File: src/design/if_stage_pkg.sv
////////////////////////////////////////
// Instruction fetch stage package
// Widths, depths and redirect sources
////////////////////////////////////////

`default_nettype none

package if_stage_pkg;

  // Address and data words
  typedef logic [31:0] addr_t;
  typedef logic [31:0] instr_t;

  // Trap vector base, upper bits only
  typedef logic [24:0] mtvec_addr_t;

  // Vectored interrupt index
  typedef logic [4:0] irq_index_t;

  // Redirect sources for the next fetch address
  typedef enum logic [2:0] {
    PC_BOOT     = 3'd0,
    PC_JUMP     = 3'd1,
    PC_BRANCH   = 3'd2,
    PC_MRET     = 3'd3,
    PC_DRET     = 3'd4,
    PC_TRAP_EXC = 3'd5,
    PC_TRAP_IRQ = 3'd6,
    PC_TRAP_DBD = 3'd7
  } pc_mux_e;

  ////////////////////////////////////////
  // Buffer and bus sizing
  ////////////////////////////////////////

  // Alignment buffer holds three words
  localparam int unsigned ALBUF_DEPTH     = 3;
  // Occupancy runs 0..ALBUF_DEPTH
  localparam int unsigned ALBUF_CNT_WIDTH = $clog2(ALBUF_DEPTH + 1);

  // Granted but unanswered transfers
  localparam int unsigned MAX_OUTSTANDING   = 2;
  localparam int unsigned OUTSTND_CNT_WIDTH = $clog2(MAX_OUTSTANDING + 1);

  typedef logic [ALBUF_CNT_WIDTH-1:0]   albuf_cnt_t;
  typedef logic [OUTSTND_CNT_WIDTH-1:0] outstnd_cnt_t;

  // Byte step between sequential words
  localparam int unsigned WORD_STRIDE = 4;

  // Fetch address after reset, unused until first redirect
  localparam addr_t ADDR_RESET_VAL = '0;

endpackage

`default_nettype wire
File: src/design/fetch_resp_if.sv
////////////////////////////////////////
// Fetch response path
// Kept bus responses into the buffer
////////////////////////////////////////

`timescale 1ns/100ps
`default_nettype none

interface fetch_resp_if
  import if_stage_pkg::*;
();

  // Response accepted for the buffer
  logic       resp_valid;
  instr_t     resp_rdata;
  logic       resp_err;
  // Address the word was fetched from
  addr_t      resp_addr;

  // Words currently held in the buffer
  albuf_cnt_t occupancy;

  // Prefetch controller side
  modport ctrl (
    output resp_valid,
    output resp_rdata,
    output resp_err,
    output resp_addr,
    input  occupancy
  );

  // Alignment buffer side
  modport buffer (
    input  resp_valid,
    input  resp_rdata,
    input  resp_err,
    input  resp_addr,
    output occupancy
  );

endinterface

`default_nettype wire

File: src/design/if_stage_top.sv
////////////////////////////////////////
// Instruction fetch stage
// PC select, prefetch, buffer and IF/ID register
////////////////////////////////////////

`timescale 1ns/100ps
`default_nettype none

module if_stage_top
  import if_stage_pkg::*;
(
  input  logic        clk,
  input  logic        rst_n,

  // Redirect request
  input  logic        pc_set_i,
  input  pc_mux_e     pc_mux_i,
  input  addr_t       boot_addr_i,
  input  addr_t       jump_target_i,
  input  addr_t       branch_target_i,
  input  addr_t       mepc_i,
  input  addr_t       dpc_i,
  input  addr_t       dm_halt_addr_i,
  input  mtvec_addr_t mtvec_addr_i,
  input  irq_index_t  irq_index_i,

  // Stage control
  input  logic        halt_if_i,
  input  logic        kill_if_i,
  input  logic        id_ready_i,

  // Instruction bus
  output logic        instr_req_o,
  output addr_t       instr_addr_o,
  input  logic        instr_gnt_i,
  input  logic        instr_rvalid_i,
  input  instr_t      instr_rdata_i,
  input  logic        instr_err_i,

  // Status and ID side
  output logic        if_valid_o,
  output logic        if_busy_o,
  output logic        csr_mtvec_init_o,
  output logic        id_instr_valid_o,
  output instr_t      id_instr_o,
  output addr_t       id_pc_o,
  output logic        id_bus_err_o
);

  addr_t  branch_addr;

  // Buffer head toward the IF/ID register
  logic   buf_valid;
  instr_t buf_instr;
  addr_t  buf_pc;
  logic   buf_err;
  logic   buf_pop;

  fetch_resp_if u_fetch_resp ();

  ////////////////////////////////////////
  // Fetch address
  ////////////////////////////////////////

  pc_select u_pc_select (
    .pc_mux_i         (pc_mux_i),
    .pc_set_i         (pc_set_i),
    .boot_addr_i      (boot_addr_i),
    .jump_target_i    (jump_target_i),
    .branch_target_i  (branch_target_i),
    .mepc_i           (mepc_i),
    .dpc_i            (dpc_i),
    .dm_halt_addr_i   (dm_halt_addr_i),
    .mtvec_addr_i     (mtvec_addr_i),
    .irq_index_i      (irq_index_i),
    .branch_addr_o    (branch_addr),
    .csr_mtvec_init_o (csr_mtvec_init_o)
  );

  prefetch_ctrl u_prefetch_ctrl (
    .clk            (clk),
    .rst_n          (rst_n),
    .pc_set_i       (pc_set_i),
    .branch_addr_i  (branch_addr),
    .instr_req_o    (instr_req_o),
    .instr_addr_o   (instr_addr_o),
    .instr_gnt_i    (instr_gnt_i),
    .instr_rvalid_i (instr_rvalid_i),
    .instr_rdata_i  (instr_rdata_i),
    .instr_err_i    (instr_err_i),
    .resp           (u_fetch_resp.ctrl),
    .busy_o         (if_busy_o)
  );

  ////////////////////////////////////////
  // Buffering and handover
  ////////////////////////////////////////

  // Redirect empties the buffer
  align_buffer u_align_buffer (
    .clk     (clk),
    .rst_n   (rst_n),
    .flush_i (pc_set_i),
    .pop_i   (buf_pop),
    .resp    (u_fetch_resp.buffer),
    .valid_o (buf_valid),
    .instr_o (buf_instr),
    .pc_o    (buf_pc),
    .err_o   (buf_err)
  );

  if_id_register u_if_id_register (
    .clk              (clk),
    .rst_n            (rst_n),
    .buf_valid_i      (buf_valid),
    .instr_i          (buf_instr),
    .pc_i             (buf_pc),
    .err_i            (buf_err),
    .halt_if_i        (halt_if_i),
    .kill_if_i        (kill_if_i),
    .id_ready_i       (id_ready_i),
    .if_valid_o       (if_valid_o),
    .pop_o            (buf_pop),
    .id_instr_valid_o (id_instr_valid_o),
    .id_instr_o       (id_instr_o),
    .id_pc_o          (id_pc_o),
    .id_bus_err_o     (id_bus_err_o)
  );

endmodule

`default_nettype wire

File: src/design/if_id_register.sv
////////////////////////////////////////
// IF/ID pipeline register
// Hands words to ID, holds while ID stalls
////////////////////////////////////////

`timescale 1ns/100ps
`default_nettype none

module if_id_register
  import if_stage_pkg::*;
(
  input  logic   clk,
  input  logic   rst_n,
  input  logic   buf_valid_i,
  input  instr_t instr_i,
  input  addr_t  pc_i,
  input  logic   err_i,
  input  logic   halt_if_i,
  input  logic   kill_if_i,
  input  logic   id_ready_i,
  output logic   if_valid_o,
  output logic   pop_o,
  output logic   id_instr_valid_o,
  output instr_t id_instr_o,
  output addr_t  id_pc_o,
  output logic   id_bus_err_o
);

  // Halt and kill both hide the buffered word
  assign if_valid_o = buf_valid_i && !halt_if_i && !kill_if_i;

  // Handover consumes the buffer head
  assign pop_o = if_valid_o && id_ready_i;

  ////////////////////////////////////////
  // Valid flag
  ////////////////////////////////////////

  always_ff @(posedge clk or negedge rst_n) begin
    if (!rst_n) begin
      id_instr_valid_o <= 1'b0;
    end else if (pop_o) begin
      id_instr_valid_o <= 1'b1;
    end else if (id_ready_i) begin
      // ID took its word, nothing new to give
      id_instr_valid_o <= 1'b0;
    end
  end

  // Instruction fields, frozen while ID is stalled
  always_ff @(posedge clk) begin
    if (pop_o) begin
      id_instr_o   <= instr_i;
      id_pc_o      <= pc_i;
      id_bus_err_o <= err_i;
    end
  end

endmodule

`default_nettype wire

File: src/design/align_buffer.sv
////////////////////////////////////////
// Alignment buffer
// Three-word instruction FIFO with flush
////////////////////////////////////////

`timescale 1ns/100ps
`default_nettype none

module align_buffer
  import if_stage_pkg::*;
(
  input  logic          clk,
  input  logic          rst_n,
  input  logic          flush_i,
  input  logic          pop_i,
  fetch_resp_if.buffer  resp,
  output logic          valid_o,
  output instr_t        instr_o,
  output addr_t         pc_o,
  output logic          err_o
);

  // Entry storage
  instr_t     instr_q [ALBUF_DEPTH];
  addr_t      pc_q    [ALBUF_DEPTH];
  logic       err_q   [ALBUF_DEPTH];

  albuf_cnt_t wr_ptr_q;
  albuf_cnt_t rd_ptr_q;
  albuf_cnt_t cnt_q;

  logic       push;
  logic       pop;

  // Wrap at the last entry
  function automatic albuf_cnt_t ptr_incr(albuf_cnt_t ptr);
    albuf_cnt_t nxt;
    if (ptr == albuf_cnt_t'(ALBUF_DEPTH - 1)) begin
      nxt = '0;
    end else begin
      nxt = ptr + albuf_cnt_t'(1);
    end
    return nxt;
  endfunction

  // Flush wins over a write in the same cycle
  assign push = resp.resp_valid && !flush_i;
  assign pop  = pop_i && valid_o;

  ////////////////////////////////////////
  // Pointers and count
  ////////////////////////////////////////

  always_ff @(posedge clk or negedge rst_n) begin
    if (!rst_n) begin
      wr_ptr_q <= '0;
      rd_ptr_q <= '0;
      cnt_q    <= '0;
    end else if (flush_i) begin
      wr_ptr_q <= '0;
      rd_ptr_q <= '0;
      cnt_q    <= '0;
    end else begin
      if (push) begin
        wr_ptr_q <= ptr_incr(wr_ptr_q);
      end
      if (pop) begin
        rd_ptr_q <= ptr_incr(rd_ptr_q);
      end
      // Simultaneous push and pop keep the count
      if (push && !pop) begin
        cnt_q <= cnt_q + albuf_cnt_t'(1);
      end else if (pop && !push) begin
        cnt_q <= cnt_q - albuf_cnt_t'(1);
      end
    end
  end

  // Entry payload
  always_ff @(posedge clk) begin
    if (push) begin
      instr_q[wr_ptr_q] <= resp.resp_rdata;
      pc_q[wr_ptr_q]    <= resp.resp_addr;
      err_q[wr_ptr_q]   <= resp.resp_err;
    end
  end

  // Head entry
  assign valid_o = (cnt_q != '0);
  assign instr_o = instr_q[rd_ptr_q];
  assign pc_o    = pc_q[rd_ptr_q];
  assign err_o   = err_q[rd_ptr_q];

  // Controller needs this to cap requests
  assign resp.occupancy = cnt_q;

endmodule

`default_nettype wire

File: src/design/prefetch_ctrl.sv
////////////////////////////////////////
// Prefetch controller
// Issues word fetches, drops stale responses
////////////////////////////////////////

`timescale 1ns/100ps
`default_nettype none

module prefetch_ctrl
  import if_stage_pkg::*;
(
  input  logic              clk,
  input  logic              rst_n,
  input  logic              pc_set_i,
  input  addr_t             branch_addr_i,
  output logic              instr_req_o,
  output addr_t             instr_addr_o,
  input  logic              instr_gnt_i,
  input  logic              instr_rvalid_i,
  input  instr_t            instr_rdata_i,
  input  logic              instr_err_i,
  fetch_resp_if.ctrl        resp,
  output logic              busy_o
);

  // Fetching runs once the first redirect arrives
  logic                     active_q;
  addr_t                    fetch_addr_q;
  // Ungranted request made stale, new target parked
  logic                     redir_pend_q;
  addr_t                    redir_addr_q;

  outstnd_cnt_t             outstnd_cnt_q;
  outstnd_cnt_t             outstnd_cnt_n;
  outstnd_cnt_t             discard_cnt_q;
  outstnd_cnt_t             discard_cnt_n;

  // Granted addresses in bus order
  addr_t                    tag_q [MAX_OUTSTANDING];
  logic                     tag_wr_ptr_q;
  logic                     tag_rd_ptr_q;

  logic [OUTSTND_CNT_WIDTH:0] inflight;
  logic                     has_room;
  logic                     gnt_fire;
  logic                     drop_resp;
  logic                     stale_gnt;

  ////////////////////////////////////////
  // Request side
  ////////////////////////////////////////

  // Transfers in flight plus words already buffered
  assign inflight = {1'b0, outstnd_cnt_q} + {1'b0, resp.occupancy};

  // Keep room for every answer that may come back
  assign has_room = (inflight < (OUTSTND_CNT_WIDTH + 1)'(ALBUF_DEPTH))
                 && (outstnd_cnt_q < outstnd_cnt_t'(MAX_OUTSTANDING));

  // Sum only grows on grants, so a waiting request stays up
  assign instr_req_o  = active_q && has_room;
  assign instr_addr_o = fetch_addr_q;
  assign gnt_fire     = instr_req_o && instr_gnt_i;

  // Grant of a request that a redirect already overtook
  assign stale_gnt = gnt_fire && redir_pend_q;

  ////////////////////////////////////////
  // Response side
  ////////////////////////////////////////

  // Older stale answers come first on an in-order bus
  assign drop_resp = instr_rvalid_i && (discard_cnt_q != '0);

  assign resp.resp_valid = instr_rvalid_i && !drop_resp;
  assign resp.resp_rdata = instr_rdata_i;
  assign resp.resp_err   = instr_err_i;
  assign resp.resp_addr  = tag_q[tag_rd_ptr_q];

  always_comb begin
    outstnd_cnt_n = outstnd_cnt_q;
    if (gnt_fire && !instr_rvalid_i) begin
      outstnd_cnt_n = outstnd_cnt_q + outstnd_cnt_t'(1);
    end else if (!gnt_fire && instr_rvalid_i) begin
      outstnd_cnt_n = outstnd_cnt_q - outstnd_cnt_t'(1);
    end
  end

  always_comb begin
    discard_cnt_n = discard_cnt_q;
    if (pc_set_i) begin
      // Everything still in flight after this edge is stale
      discard_cnt_n = outstnd_cnt_n;
    end else if (stale_gnt && !drop_resp) begin
      discard_cnt_n = discard_cnt_q + outstnd_cnt_t'(1);
    end else if (drop_resp && !stale_gnt) begin
      discard_cnt_n = discard_cnt_q - outstnd_cnt_t'(1);
    end
  end

  always_ff @(posedge clk or negedge rst_n) begin
    if (!rst_n) begin
      active_q      <= 1'b0;
      fetch_addr_q  <= ADDR_RESET_VAL;
      redir_pend_q  <= 1'b0;
      outstnd_cnt_q <= '0;
      discard_cnt_q <= '0;
      tag_wr_ptr_q  <= 1'b0;
      tag_rd_ptr_q  <= 1'b0;
    end else begin
      outstnd_cnt_q <= outstnd_cnt_n;
      discard_cnt_q <= discard_cnt_n;
      if (pc_set_i) begin
        active_q <= 1'b1;
        // A waiting request is never withdrawn
        if (instr_req_o && !instr_gnt_i) begin
          redir_pend_q <= 1'b1;
        end else begin
          redir_pend_q <= 1'b0;
          fetch_addr_q <= branch_addr_i;
        end
      end else if (gnt_fire) begin
        if (redir_pend_q) begin
          redir_pend_q <= 1'b0;
          fetch_addr_q <= redir_addr_q;
        end else begin
          fetch_addr_q <= fetch_addr_q + addr_t'(WORD_STRIDE);
        end
      end
      if (gnt_fire) begin
        tag_wr_ptr_q <= !tag_wr_ptr_q;
      end
      if (instr_rvalid_i) begin
        tag_rd_ptr_q <= !tag_rd_ptr_q;
      end
    end
  end

  // Address payload
  always_ff @(posedge clk) begin
    if (gnt_fire) begin
      tag_q[tag_wr_ptr_q] <= fetch_addr_q;
    end
    if (pc_set_i) begin
      redir_addr_q <= branch_addr_i;
    end
  end

  assign busy_o = (outstnd_cnt_q != '0) || instr_req_o;

endmodule

`default_nettype wire

File: src/design/pc_select.sv
////////////////////////////////////////
// PC select
// Picks the redirect target from eight sources
////////////////////////////////////////

`timescale 1ns/100ps
`default_nettype none

module pc_select
  import if_stage_pkg::*;
(
  input  pc_mux_e     pc_mux_i,
  input  logic        pc_set_i,
  input  addr_t       boot_addr_i,
  input  addr_t       jump_target_i,
  input  addr_t       branch_target_i,
  input  addr_t       mepc_i,
  input  addr_t       dpc_i,
  input  addr_t       dm_halt_addr_i,
  input  mtvec_addr_t mtvec_addr_i,
  input  irq_index_t  irq_index_i,
  output addr_t       branch_addr_o,
  output logic        csr_mtvec_init_o
);

  // Raw target before word alignment
  addr_t target;

  always_comb begin
    target = boot_addr_i;
    unique case (pc_mux_i)
      PC_BOOT:     target = boot_addr_i;
      PC_JUMP:     target = jump_target_i;
      PC_BRANCH:   target = branch_target_i;
      // Return from trap
      PC_MRET:     target = mepc_i;
      // Return from debug mode
      PC_DRET:     target = dpc_i;
      // Exceptions share the trap base
      PC_TRAP_EXC: target = {mtvec_addr_i, 7'h00};
      // Interrupts are vectored, one word per index
      PC_TRAP_IRQ: target = {mtvec_addr_i, irq_index_i, 2'b00};
      // Entry into debug mode
      PC_TRAP_DBD: target = dm_halt_addr_i;
      default:     target = boot_addr_i;
    endcase
  end

  // Only whole words are fetched
  assign branch_addr_o = {target[31:2], 2'b00};

  // Boot redirect lets the CSR file load mtvec
  assign csr_mtvec_init_o = pc_set_i && (pc_mux_i == PC_BOOT);

endmodule

`default_nettype wire

File: config.mk
export PLATFORM = sky130hd
export DESIGN_NAME = if_stage_top
export DESIGN_NICKNAME = d
export VERILOG_FILES = /design/src/design/if_stage_pkg.sv /design/src/design/fetch_resp_if.sv /design/src/design/if_stage_top.sv /design/src/design/if_id_register.sv /design/src/design/align_buffer.sv /design/src/design/prefetch_ctrl.sv /design/src/design/pc_select.sv
export SDC_FILE = /design/constraint.sdc
export NUM_CORES = 1
export LEC_CHECK = 0
export BUFFER_PORTS_ARGS = -buffer_cell sky130_fd_sc_hd__buf_4
export CORE_UTILIZATION = 59
export CTS_BUF_LIST = sky130_fd_sc_hd__clkbuf_16
export CTS_CLUSTER_DIAMETER = 150
export DETAILED_ROUTE_END_ITERATION = 8
export MAX_ROUTING_LAYER = met4
export PLACE_DENSITY = 0.86
export SYNTH_ARGS = -nofsm -noshare
export SYNTH_HDL_FRONTEND = slang
export SYNTH_SLANG_ARGS = --single-unit
File: constraint.sdc
create_clock -name clk -period 14.6 [get_ports clk]
set_input_delay 0 -clock clk [delete_from_list [all_inputs] [get_ports clk]]
set_output_delay 0 -clock clk [all_outputs]
set_load 0.03 [all_outputs]
==> results of run 1 <==
[worst reg2reg max path, cell delays in order (launching register included)]
cell      delay [ns]
dfrtp_1         0.41
ha_1            0.24
fa_1            0.40
or3b_2          0.51
nor3_2          0.88
nand2_1         0.24
o22ai_1         0.23
a211oi_1        0.06
[kinds of logic (layout without fill, tap and decap cells)]
| kind of cell | count (synthesis) | in the layout |
|---|---|---|
| muxes | 134 | 134 |
| buffers and inverters | 93 | 511 |
| xor gates and xnor gates | 30 | 30 |
| AOI/OAI and AO/OA | 252 | 252 |
| other | 1 | 7 |
| adders and majority gates | 4 | 4 |
| and+or+nand+nor | 293 | 293 |
| DFF | 387 | 387 |
[worst min-delay path by stage]
stage	start	endpoint	slack [ns]	cells past startpoint
detailed placement	rst_n	u_prefetch_ctrl.instr_addr_o[24]	0.07	1
CTS	mepc_i[4]	u_prefetch_ctrl.redir_addr_q[4]	0.004	3
global placement	rst_n	u_prefetch_ctrl.instr_addr_o[20]	0.07	1
global route	dpc_i[3]	u_prefetch_ctrl.redir_addr_q[3]	0.01	3
finish	kill_if_i	u_if_id_register.id_instr_valid_o	0.01	3
floorplan	rst_n	u_align_buffer.rd_ptr_q[0]	-0.30	0
[metrics by stage]
step | worst slack, ns | utilization | std cells | total power, mW
global route | 11.28 | 0.772 | 1996 | 3.61
CTS | 11.50 | 0.771 | 1993 | 3.47
detailed placement | 11.50 | 0.705 | 1860 | 2.52
global placement | 11.56 | 0.705 | 1860 | 2.48
finish | 11.49 | 0.772 | 1996 | 3.48
floorplan | 6.38 | - | 1197 | 2.16
[Yosys cell counts, drive strengths merged (3+ instances only)]
cell | number | area share
o211ai | 12 | 0.0054
a221o | 12 | 0.0073
a21boi | 4 | 0.0018
nand4 | 10 | 0.0046
a2bb2oi | 4 | 0.0021
edfxtp | 342 | 0.61
mux2i | 85 | 0.051
nand2 | 121 | 0.027
nand2b | 11 | 0.0041
and3 | 9 | 0.0034
mux2 | 34 | 0.023
nor4b | 3 | 0.0016
a31oi | 6 | 0.0022
xnor2 | 15 | 0.0079
nor3b | 4 | 0.0018
a22oi | 6 | 0.0027
a221oi | 5 | 0.0026
a32o | 3 | 0.0018
ha | 3 | 0.0022
mux4 | 15 | 0.020
buf | 26 | 0.0076
dfrtp | 45 | 0.067
nor4 | 6 | 0.0026
nor3 | 14 | 0.0045
o22ai | 23 | 0.0086
and2 | 4 | 0.0015
nand3 | 20 | 0.0066
nor2b | 6 | 0.0022
xor2 | 15 | 0.0079
or2 | 4 | 0.0015
a22o | 9 | 0.0047
o21ai | 103 | 0.031
clkbuf | 52 | 0.012
a21oi | 26 | 0.0078
a211o | 3 | 0.0016
nand3b | 3 | 0.0013
or4 | 4 | 0.0018
or3 | 6 | 0.0022
inv | 13 | 0.0029
nor2 | 60 | 0.014
o31ai | 14 | 0.0063
[flip-flops by register name, summed over array words and instances (netlist names), 3 cells and up]
name                          cells
u_align_buffer.err_q              3
u_prefetch_ctrl.instr_addr_o     30
u_prefetch_ctrl.redir_addr_q     30
u_if_id_register.id_instr_o      32
u_if_id_register.id_pc_o         30
u_align_buffer.pc_q              90
u_align_buffer.instr_q           96
u_prefetch_ctrl.tag_q            60
[final cells by class]
type	instances	area (um^2)	share of cell area
clock buffers	37	926	0.0431
inverters	15	56.3	0.00262
repair buffers	429	3390	0.157
flip-flops and latches	387	11400	0.530
diodes	3	7.51	0.000349
well taps	378	473	0.0220
clock inverters	30	263	0.0122
multi-input cells	717	4980	0.232
[placed cells by master (no fill, tap or decap), drive strengths merged, types with 17 or more instances in the layout]
cell type	netlist	final
a21oi	26	26
buf	26	363
clkbuf	52	37
clkinv	2	17
dfrtp	45	45
dlygate4sd3	0	66
edfxtp	342	342
inv	13	23
mux2	34	34
mux2i	85	85
nand2	121	121
nand3	20	20
nor2	60	60
o21ai	103	103
o22ai	23	23
[power by group through the flow]
stage	clock network [mW]	logic (mW)	registers [mW]
after floorplan	0	0.478	1.69
after global placement	0	0.833	1.65
after detailed placement	0	0.862	1.66
after CTS	0.944	0.889	1.64
after global routing	0.988	0.956	1.66
final	0.939	0.893	1.65
[timing repair]
| action | CTS | global route |
|---|---|---|
| setup endpoints to repair | 0 | 0 |
| endpoints found under the hold margin | 175 | 0 |
| hold buffers | 66 | 0 |
[layer usage]
metal	vias up	routed length, um	share of wire	GRT usage
li1	5368	-	-	-
met1	5737	16300	0.36	0.363
met2	628	23600	0.52	0.554
met3	112	3190	0.071	0.0509
met4	0	1910	0.042	0.139
met5	-	0	0	-
==> flow_summary_export.csv, run 1 <==
group,metric,value,unit
sta,worst_pin_slew,1.21,ns
synth,async_reset_ff_frac,0.116,
pwr,seq_power_share,0.473,
synth,synth.ff_latch_count,387,
worst_setup_path,endpoint,"u_prefetch_ctrl.instr_addr_o[26]",
cts,post_cts_buffers,0,
worst_setup_path,path_class,"flop to flop",
global_route,grt_max_degree,130,
pwr,p_comb_frac,0.257,
floorplan,design.core.area,27900,um^2
sta,tns,0,ns
worst_setup_path,reg2regPathDepth,7,
sta,period_minus_slack,3.12,ns
global_route,grt-ovfl-total,0,
cts,postCtsResizedCells,0,
global_route,grt_pass1_wl,66600,um
cts,cts.sinks,387,
pwr,p_int,2.38,mW
synth,ys_seq_area_frac,0.681,
synth,synth_ff_type,"edfxtp_1",
place,placed_area,19600,um^2
worst_setup_path,start_kind,"flop",
worst_setup_path,cp_max_fo,19,
cts,clk_pin_slew,0.06,ns
final_layout,drive_above_1_share,0.302,
pwr,clkPwrFrac,0.270,
pwr,power_density,162,nW/um^2
worst_setup_path,cp.required,14.98,ns
cts,cts-root-buf,"clkbuf_16",
worst_setup_path,cp.depth,7,
drt,drt-total-wl,45000,um
cts,worstSkewPairLatency,0.53,ns
place,dp_hpwl,29600,um
synth,synth_cell_types,74,
global_route,grt_pass1_vias,11991,
sta,grt_setup_unrepaired,"false",
worst_setup_path,worst_path_max_delay_cell,"nor3_2",
final_layout,area_delta_synth_final,28.6,%
drt,route.vias.total,11845,
synth,synth_top_family_by_area,"compound AO/OA/AOI/OAI gates",
floorplan,dieHeight,170,um
cts,cts_tree,"built",
worst_setup_path,r2r_setup_slack,11.49,ns
synth,yosys_warnings,0,
sta,skew,0.0172,ns
drt,routed_via_density,5.93,
drt,wl_per_cell,22.5,um
synth,yosys.area_share.adder,0.00344,
worst_setup_path,arrival,3.50,ns
synth,synthMuxAreaShare,0.0940,
place,port-buffer-count,351,
synth,synthXorXnorAreaFrac,0.0157,
place,gp_congestion,1.01,
run_status,status,"complete, no violations",
final_layout,n_fill_cell,1632,
sta,whs,0.0116,ns
run,cap_violations,0,
cts,cts_buffers,37,
floorplan,ios,368,
floorplan,die_area,29000,um^2
sta,finalMaxSlewViolations,0,
final_layout,final_cell_area,21500,um^2
worst_setup_path,cp.buffers_inverters,0,
drt,drtIter0Drc,966,
sta,fmax,0.321,GHz
worst_setup_path,cp_top_family,"simple AND/OR/NAND/NOR gates",
synth,synth_edf_count,342,
pwr,sw_frac_of_total,0.316,
drt,antenna_left,0,
drt,dr.pass1.iters,6,
pwr,peakVddDrop,0.108,mV
synth,synth-compound-area-share,0.0975,
drt,drc,0,
sta,setup_violations,0,
sta,hold_viol_final,0,
final_layout,nets,1857,
pwr,power.switching,1.10,mW
synth,netlist_instances,1194,
synth,avgSynthCellArea,14.0,um^2
worst_setup_path,rr_endpoint,"u_prefetch_ctrl.instr_addr_o[26]",
global_route,track_usage,0.318,
synth,synth.cell_area,16700,um^2
worst_setup_path,end_kind,"flop",
sta,maxSlewHeadroom,0.196,
sta,post-route-period-util,0.213,
worst_setup_path,r2r-start,"u_prefetch_ctrl.outstnd_cnt_q[0]",
worst_setup_path,path_cells,"ha_1, fa_1, or3b_2, nor3_2, nand2_1, o22ai_1, a211oi_1",
floorplan,rows,61,
pwr,leakagePower,7.87,nW
global_route,antenna_found_initial,3,
floorplan,initial_core_util,0.600,
floorplan,die_x,170,um
cts,cts_buffer_depth,3,
worst_setup_path,max_stage_delay,0.88,ns
cts,htree_levels,2,
worst_hold_path,hold_class,"primary input to flop",
synth,yosys.area_share.simple,0.0849,
worst_setup_path,critPathLaunch,"u_prefetch_ctrl.outstnd_cnt_q[0]",
(Power assumes the default switching activity.)
==> run 2, diff against run 1 <==
- CORE_UTILIZATION: 59 -> 55
- PLACE_DENSITY: 0.86 -> 0.81
- clock period: 14.6 -> 2.95 ns (I/O delays scaled with it)
==> flow_summary_export.csv, run 2 (same netlist as run 1, synthesis figures left out) <==
group,metric,value,unit
run_status,status,"complete, no violations",
worst_hold_path,min_path_cells,3,
sta,finalMaxSlewViolations,0,
sta,hold_viol_final,0,
global_route,grt-ovfl-total,0,
worst_setup_path,r2r-start,"u_prefetch_ctrl.outstnd_cnt_q[0]",
final_layout,diodes,0,
cts,htree_levels,2,
worst_setup_path,reg2regPathDepth,8,
drt,wl_per_cell,22.1,um
sta,skew,0.0185,ns
floorplan,die_area,31100,um^2
cts,cts_tree,"built",
cts,cts.sinks,387,
sta,post-route-period-util,0.927,
final_layout,final_cell_area,21700,um^2
sta,whs,0.0233,ns
place,port-buffer-count,351,
final_layout,nets,1881,
final_layout,top_regs,"u_align_buffer.instr_q (96), u_align_buffer.pc_q (90), u_prefetch_ctrl.tag_q (60)",
final_layout,area_delta_synth_final,30.0,%
worst_setup_path,rr_endpoint,"u_prefetch_ctrl.instr_addr_o[10]",
worst_setup_path,path_class,"flop to flop",
worst_setup_path,cp_max_fo,11,
final_layout,drive_above_1_share,0.309,
sta,setup_violations,0,
run,cap_violations,0,
floorplan,dieHeight,176,um
final_layout,largest-register,"u_align_buffer.instr_q",
final_layout,final_cell_mix,"374 x buf_4, 342 x edfxtp_1, 121 x nand2_1",
sta,fmax,0.366,GHz
global_route,track_usage,0.293,
pwr,peakVddDrop,0.434,mV
worst_setup_path,arrival,3.12,ns
sta,period_minus_slack,2.74,ns
sta,worst_pin_slew,1.14,ns
pwr,clkPwrFrac,0.252,
global_route,grt_pass1_wl,65900,um
cts,post_cts_buffers,0,
sta,grt_setup_unrepaired,"false",
pwr,p_total,17.0,mW
worst_setup_path,r2r_setup_slack,0.21,ns
worst_hold_path,hold_start,"mtvec_addr_i[2]",
pwr,p_int,11.6,mW
place,placed_area,19900,um^2
sta,maxSlewHeadroom,0.238,
drt,antenna_left,0,
drt,routed_via_density,5.86,
drt,drc,0,
worst_hold_path,min_to,"u_prefetch_ctrl.redir_addr_q[9]",
pwr,power_density,780,nW/um^2
cts,cts_buffer_depth,3,
cts,cts-root-buf,"clkbuf_16",
place,gp_congestion,0.965,
floorplan,ios,368,
worst_setup_path,cp.required,3.33,ns
drt,drt-total-wl,44800,um
cts,clk_pin_slew,0.06,ns
global_route,grt_max_degree,123,
floorplan,design.core.area,29800,um^2
cts,cts_buffers,36,
drt,dr.pass1.iters,6,
global_route,grt_pass1_vias,11867,
drt,drtIter0Drc,973,
pwr,power.switching,5.41,mW
floorplan,rows,63,
pwr,leakagePower,7.98,nW
final_layout,final_common_cell,"buf_4",
drt,route.vias.total,11862,
floorplan,die_x,176,um
global_route,antenna_found_initial,0,
worst_setup_path,start_kind,"flop",
worst_hold_path,hold_class,"primary input to flop",
final_layout,largest_reg_flops,96,
pwr,p_comb_frac,0.272,
pwr,seq_power_share,0.476,
worst_setup_path,end_kind,"flop",
floorplan,initial_core_util,0.561,
place,dp_hpwl,31200,um
cts,worstSkewPairLatency,0.52,ns
pwr,sw_frac_of_total,0.319,
## run 2: worst max path at each step
stage | start | endpoint | slack (ns) | depth (start not counted)
6_report | u_prefetch_ctrl.outstnd_cnt_q[0] | u_prefetch_ctrl.instr_addr_o[10] | 0.21 | 8
5_1_grt | u_prefetch_ctrl.outstnd_cnt_q[0] | u_prefetch_ctrl.instr_addr_o[19] | 0.06 | 9
4_1_cts | u_prefetch_ctrl.outstnd_cnt_q[0] | u_prefetch_ctrl.instr_addr_o[15] | 0.11 | 8
3_5_place_dp | u_prefetch_ctrl.outstnd_cnt_q[0] | u_prefetch_ctrl.instr_addr_o[15] | 0.14 | 8
3_3_place_gp | u_prefetch_ctrl.outstnd_cnt_q[0] | u_prefetch_ctrl.instr_addr_o[15] | 0.22 | 8
2_1_floorplan | u_prefetch_ctrl.discard_cnt_q[0] | u_align_buffer.err_q[1] | -0.52 | 3
## run 2: per-stage QoR
step	utilization	setup WS (ns)	setup TNS, ns	std cells
floorplan	-	-0.518	-92.59	1197
global placement	0.669	0.222	0	1891
detailed placement	0.669	0.140	0	1891
CTS	0.729	0.110	0	2025
global route	0.730	0.0624	0	2025
finish	0.730	0.215	0	2025
## run 2: cell type report
class	instances	area, um^2
Tap cell	390	488
Clock inverter	26	186
Sequential cell	387	11400
Inverter	15	56.3
Multi-Input combinational cell	717	5010
Timing Repair Buffer	454	3690
Clock buffer	36	901
Fill cell	1943	8060
## run 2: power groups by stage
stage	clock network, mW	logic (mW)	registers [mW]
5_1_grt	4.51	4.93	8.17
4_1_cts	4.34	4.60	8.05
3_5_place_dp	0	4.47	8.16
2_1_floorplan	0	2.40	8.32
3_3_place_gp	0	4.32	8.09
6_report	4.28	4.61	8.07
## run 2: what timing repair did
item,4_1_cts,5_1_grt
hold buffers,72,0
gates resized for setup,0,1
setup endpoints to repair,0,1
endpoints found under the hold margin,196,0
## run 2: routing by layer
| layer | track usage | part of all wire |
|---|---|---|
| met2 | 0.506 | 0.52 |
| met1 | 0.330 | 0.36 |
| met5 | - | 0 |
| met3 | 0.0469 | 0.066 |
| met4 | 0.152 | 0.053 |
## run 2: worst max-delay path: stages (launching register included)
cell and delay (ns):
dfrtp_1 0.41, ha_1 0.23, fa_1 0.46, a21bo_2 0.23, or3_1 0.38, a21oi_2 0.29, buf_4 0.24, a2111oi_0 0.09
a221o_1 0.28
==> run 3, diff against run 2 <==
- PLACE_DENSITY: 0.81 -> 0.82
- SYNTH_HIERARCHICAL: unset -> 1
==> flow_summary_export.csv, run 3 <==
group,metric,value,unit
pwr,clkPwrFrac,0.278,
floorplan,die_x,182,um
final_layout,drive_above_1_share,0.288,
pwr,sw_frac_of_total,0.306,
final_layout,final_cell_mix,"381 x buf_4, 356 x edfxtp_1, 143 x o21ai_0",
cts,cts_buffers,38,
sta,hold_viol_final,1,
final_layout,utilization,0.713,
worst_setup_path,cp.required,3.41,ns
synth,ys_seq_area_frac,0.667,
place,port-buffer-count,355,
global_route,track_usage,0.279,
synth,synth_cell_types,74,
synth,yosysTopAreaCell,"edfxtp_1",
synth,yosys_warnings,6,
sta,fmax,0.353,GHz
final_layout,nets,1969,
worst_setup_path,r2r-start,"u_align_buffer/resp.occupancy[0]",
worst_setup_path,cp_max_fo,5,
synth,synth_ff_type,"edfxtp_1",
sta,maxSlewHeadroom,0.473,
drt,antenna_left,0,
synth,synthTopCellsByCount,"356 x edfxtp_1, 143 x o21ai_0, 120 x mux2i_1",
sta,setup_violations,0,
run_status,violations,"negative hold slack",
final_layout,multi_input_area,5130,um^2
place,dp_hpwl,30500,um
worst_setup_path,path_class,"flop to flop",
cts,worstSkewPairLatency,0.52,ns
synth,synth.cell_area,17800,um^2
final_layout,area_delta_synth_final,27.1,%
worst_setup_path,reg2regPathDepth,7,
worst_setup_path,endpoint,"u_prefetch_ctrl/instr_addr_o[28]",
synth,netlist_instances,1308,
pwr,p_int,11.5,mW
pwr,seq_power_share,0.483,
synth,ys_top_cells_by_area,"edfxtp_1 60%, mux2i_1 6.7%, dfrtp_1 6.6%",
worst_setup_path,start_kind,"flop",
run_status,status,"finished, violations left",
sta,skew,0.0119,ns
final_layout,top_regs,"u_align_buffer/instr_q (96), u_align_buffer/pc_q (96), u_prefetch_ctrl/tag_q (64)",
sta,period_minus_slack,2.83,ns
place,gp_congestion,0.976,
sta,tns,0,ns
pwr,peakVddDrop,0.441,mV
cts,cts_tree,"built",
sta,grt_setup_unrepaired,"false",
global_route,antenna_found_initial,5,
synth,synth_edf_count,356,
place,pre_cts_ws,0.234,ns
synth,yosysMostFrequentCell,"edfxtp_1",
synth,avgSynthCellArea,13.6,um^2
sta,whs,-0.00203,ns
cts,ctsHoldBuffers,80,
sta,worst_pin_slew,0.788,ns
final_layout,seqCellArea,11900,um^2
cts,cts-root-buf,"clkbuf_16",
worst_setup_path,critPathLaunch,"u_align_buffer/resp.occupancy[0]",
floorplan,initial_core_util,0.561,
final_layout,final_common_cell,"buf_4",
drt,drtIter0Drc,838,
synth,netlist.area_leader.share,0.601,
cts,post_cts_buffers,0,
run,cap_violations,0,
global_route,grt_pass1_vias,12520,
floorplan,die_area,33100,um^2
pwr,p_comb_frac,0.238,
drt,drt-total-wl,45100,um
cts,htree_levels,2,
global_route,grt-ovfl-total,0,
pwr,power.switching,5.06,mW
drt,dr.pass1.iters,5,
worst_setup_path,rr_endpoint,"u_prefetch_ctrl/instr_addr_o[28]",
drt,drc,0,
place,place_inst,1981,
worst_setup_path,arrival,3.29,ns
synth,synth.ff_latch_count,403,
worst_setup_path,end_kind,"flop",
floorplan,design.core.area,31700,um^2
worst_hold_path,hold_class,"primary input to flop",
global_route,grt_pass1_wl,68700,um
final_layout,finalNonFillerCells,2136,
drt,routed_via_density,5.82,
final_layout,n_fill_cell,2122,
cts,clk_pin_slew,0.06,ns
sta,final.setup.worst_slack,0.120,ns
floorplan,ios,368,
drt,wl_per_cell,21.1,um
worst_setup_path,r2r_setup_slack,0.12,ns
synth,async_reset_ff_frac,0.117,
cts,cts_buffer_depth,3,
sta,finalMaxSlewViolations,0,
cts,cts.sinks,403,
pwr,leakagePower,8.38,nW
pwr,power_density,731,nW/um^2
drt,route.vias.total,12429,
floorplan,dieHeight,182,um
sta,post-route-period-util,0.959,
global_route,grt_max_degree,69,
cts,postCtsResizedCells,0,
floorplan,rows,65,
[run 3: cell count changes after synthesis, sizes merged, moves of 14 or more]
cell | previous run | this run
o22ai | 23 | 9
nand2 | 121 | 107
buf | 26 | 78
edfxtp | 342 | 356
xor2 | 15 | 1
o21ai | 103 | 144
inv | 13 | 33
mux2i | 85 | 120
a21oi | 26 | 42
[run 3: metal layers]
metal / wire length (um) / share of wire / global-route usage
met1: 16800 / 0.37 / 0.320
met2: 24100 / 0.53 / 0.497
met3: 2880 / 0.064 / 0.0409
met4: 1290 / 0.029 / 0.103
met5: 0 / 0 / -
[run 3: cell type report]
| type | instances | share of cell area |
|---|---|---|
| Clock inverter | 31 | 0.00946 |
| Tap cell | 402 | 0.0222 |
| Multi-Input combinational cell | 755 | 0.227 |
| Clock buffer | 39 | 0.0432 |
| Sequential cell | 403 | 0.525 |
| Inverter | 34 | 0.00564 |
| Antenna cell | 5 | 0.000553 |
| Timing Repair Buffer | 467 | 0.167 |
[run 3: kinds of logic after synthesis]
logic type      count (synthesis)  synth area share
other cells                     1          0.000211
mux                           156            0.0917
simple gates                  266            0.0721
compound gates                322             0.115
fa+ha+maj                       4           0.00323
buf+inv                       151            0.0482
flops                         403             0.667
xor+xnor                        5           0.00246
[run 3: power by group through the flow]
stage / clock [mW] / sequential (mW) / combinational (mW)
floorplan: 0 / 8.28 / 1.99
global placement: 0 / 8.03 / 3.71
detailed placement: 0 / 8.08 / 3.80
CTS: 4.66 / 7.97 / 3.93
global route: 4.89 / 8.08 / 4.23
finish: 4.60 / 7.99 / 3.94
[run 3: how the worst min path moves through the flow]
stage                      from                               end  slack (ns)  cells after the start
2_1_floorplan             rst_n        u_align_buffer/rd_ptr_q[0]       -0.30                      0
3_3_place_gp              rst_n  u_prefetch_ctrl/outstnd_cnt_q[1]        0.06                      1
3_5_place_dp              rst_n  u_prefetch_ctrl/outstnd_cnt_q[0]        0.06                      1
4_1_cts        jump_target_i[2]   u_prefetch_ctrl/redir_addr_q[2]      0.0007                      3
5_1_grt        mtvec_addr_i[17]  u_prefetch_ctrl/redir_addr_q[24]        0.04                      3
6_report       mtvec_addr_i[14]  u_prefetch_ctrl/redir_addr_q[21]      -0.002                      3
[run 3: metrics by stage]
stage / instance area, um^2 / hold WS, ns / power (mW)
floorplan: 17800 / -0.296 / 10.3
global placement: 20600 / 0.0634 / 11.7
detailed placement: 20600 / 0.0606 / 11.9
CTS: 22600 / 0.000690 / 16.6
global route: 22600 / 0.0380 / 17.2
finish: 22600 / -0.00203 / 16.5
[run 3: critical path: stages, from the launching register on]
cell and delay [ns]:
dfrtp_1 0.42, ha_1 0.22, fa_1 0.39, or3b_4 0.43, o31ai_1 0.64, o32ai_1 0.27, a22oi_1 0.23, o211a_1 0.16
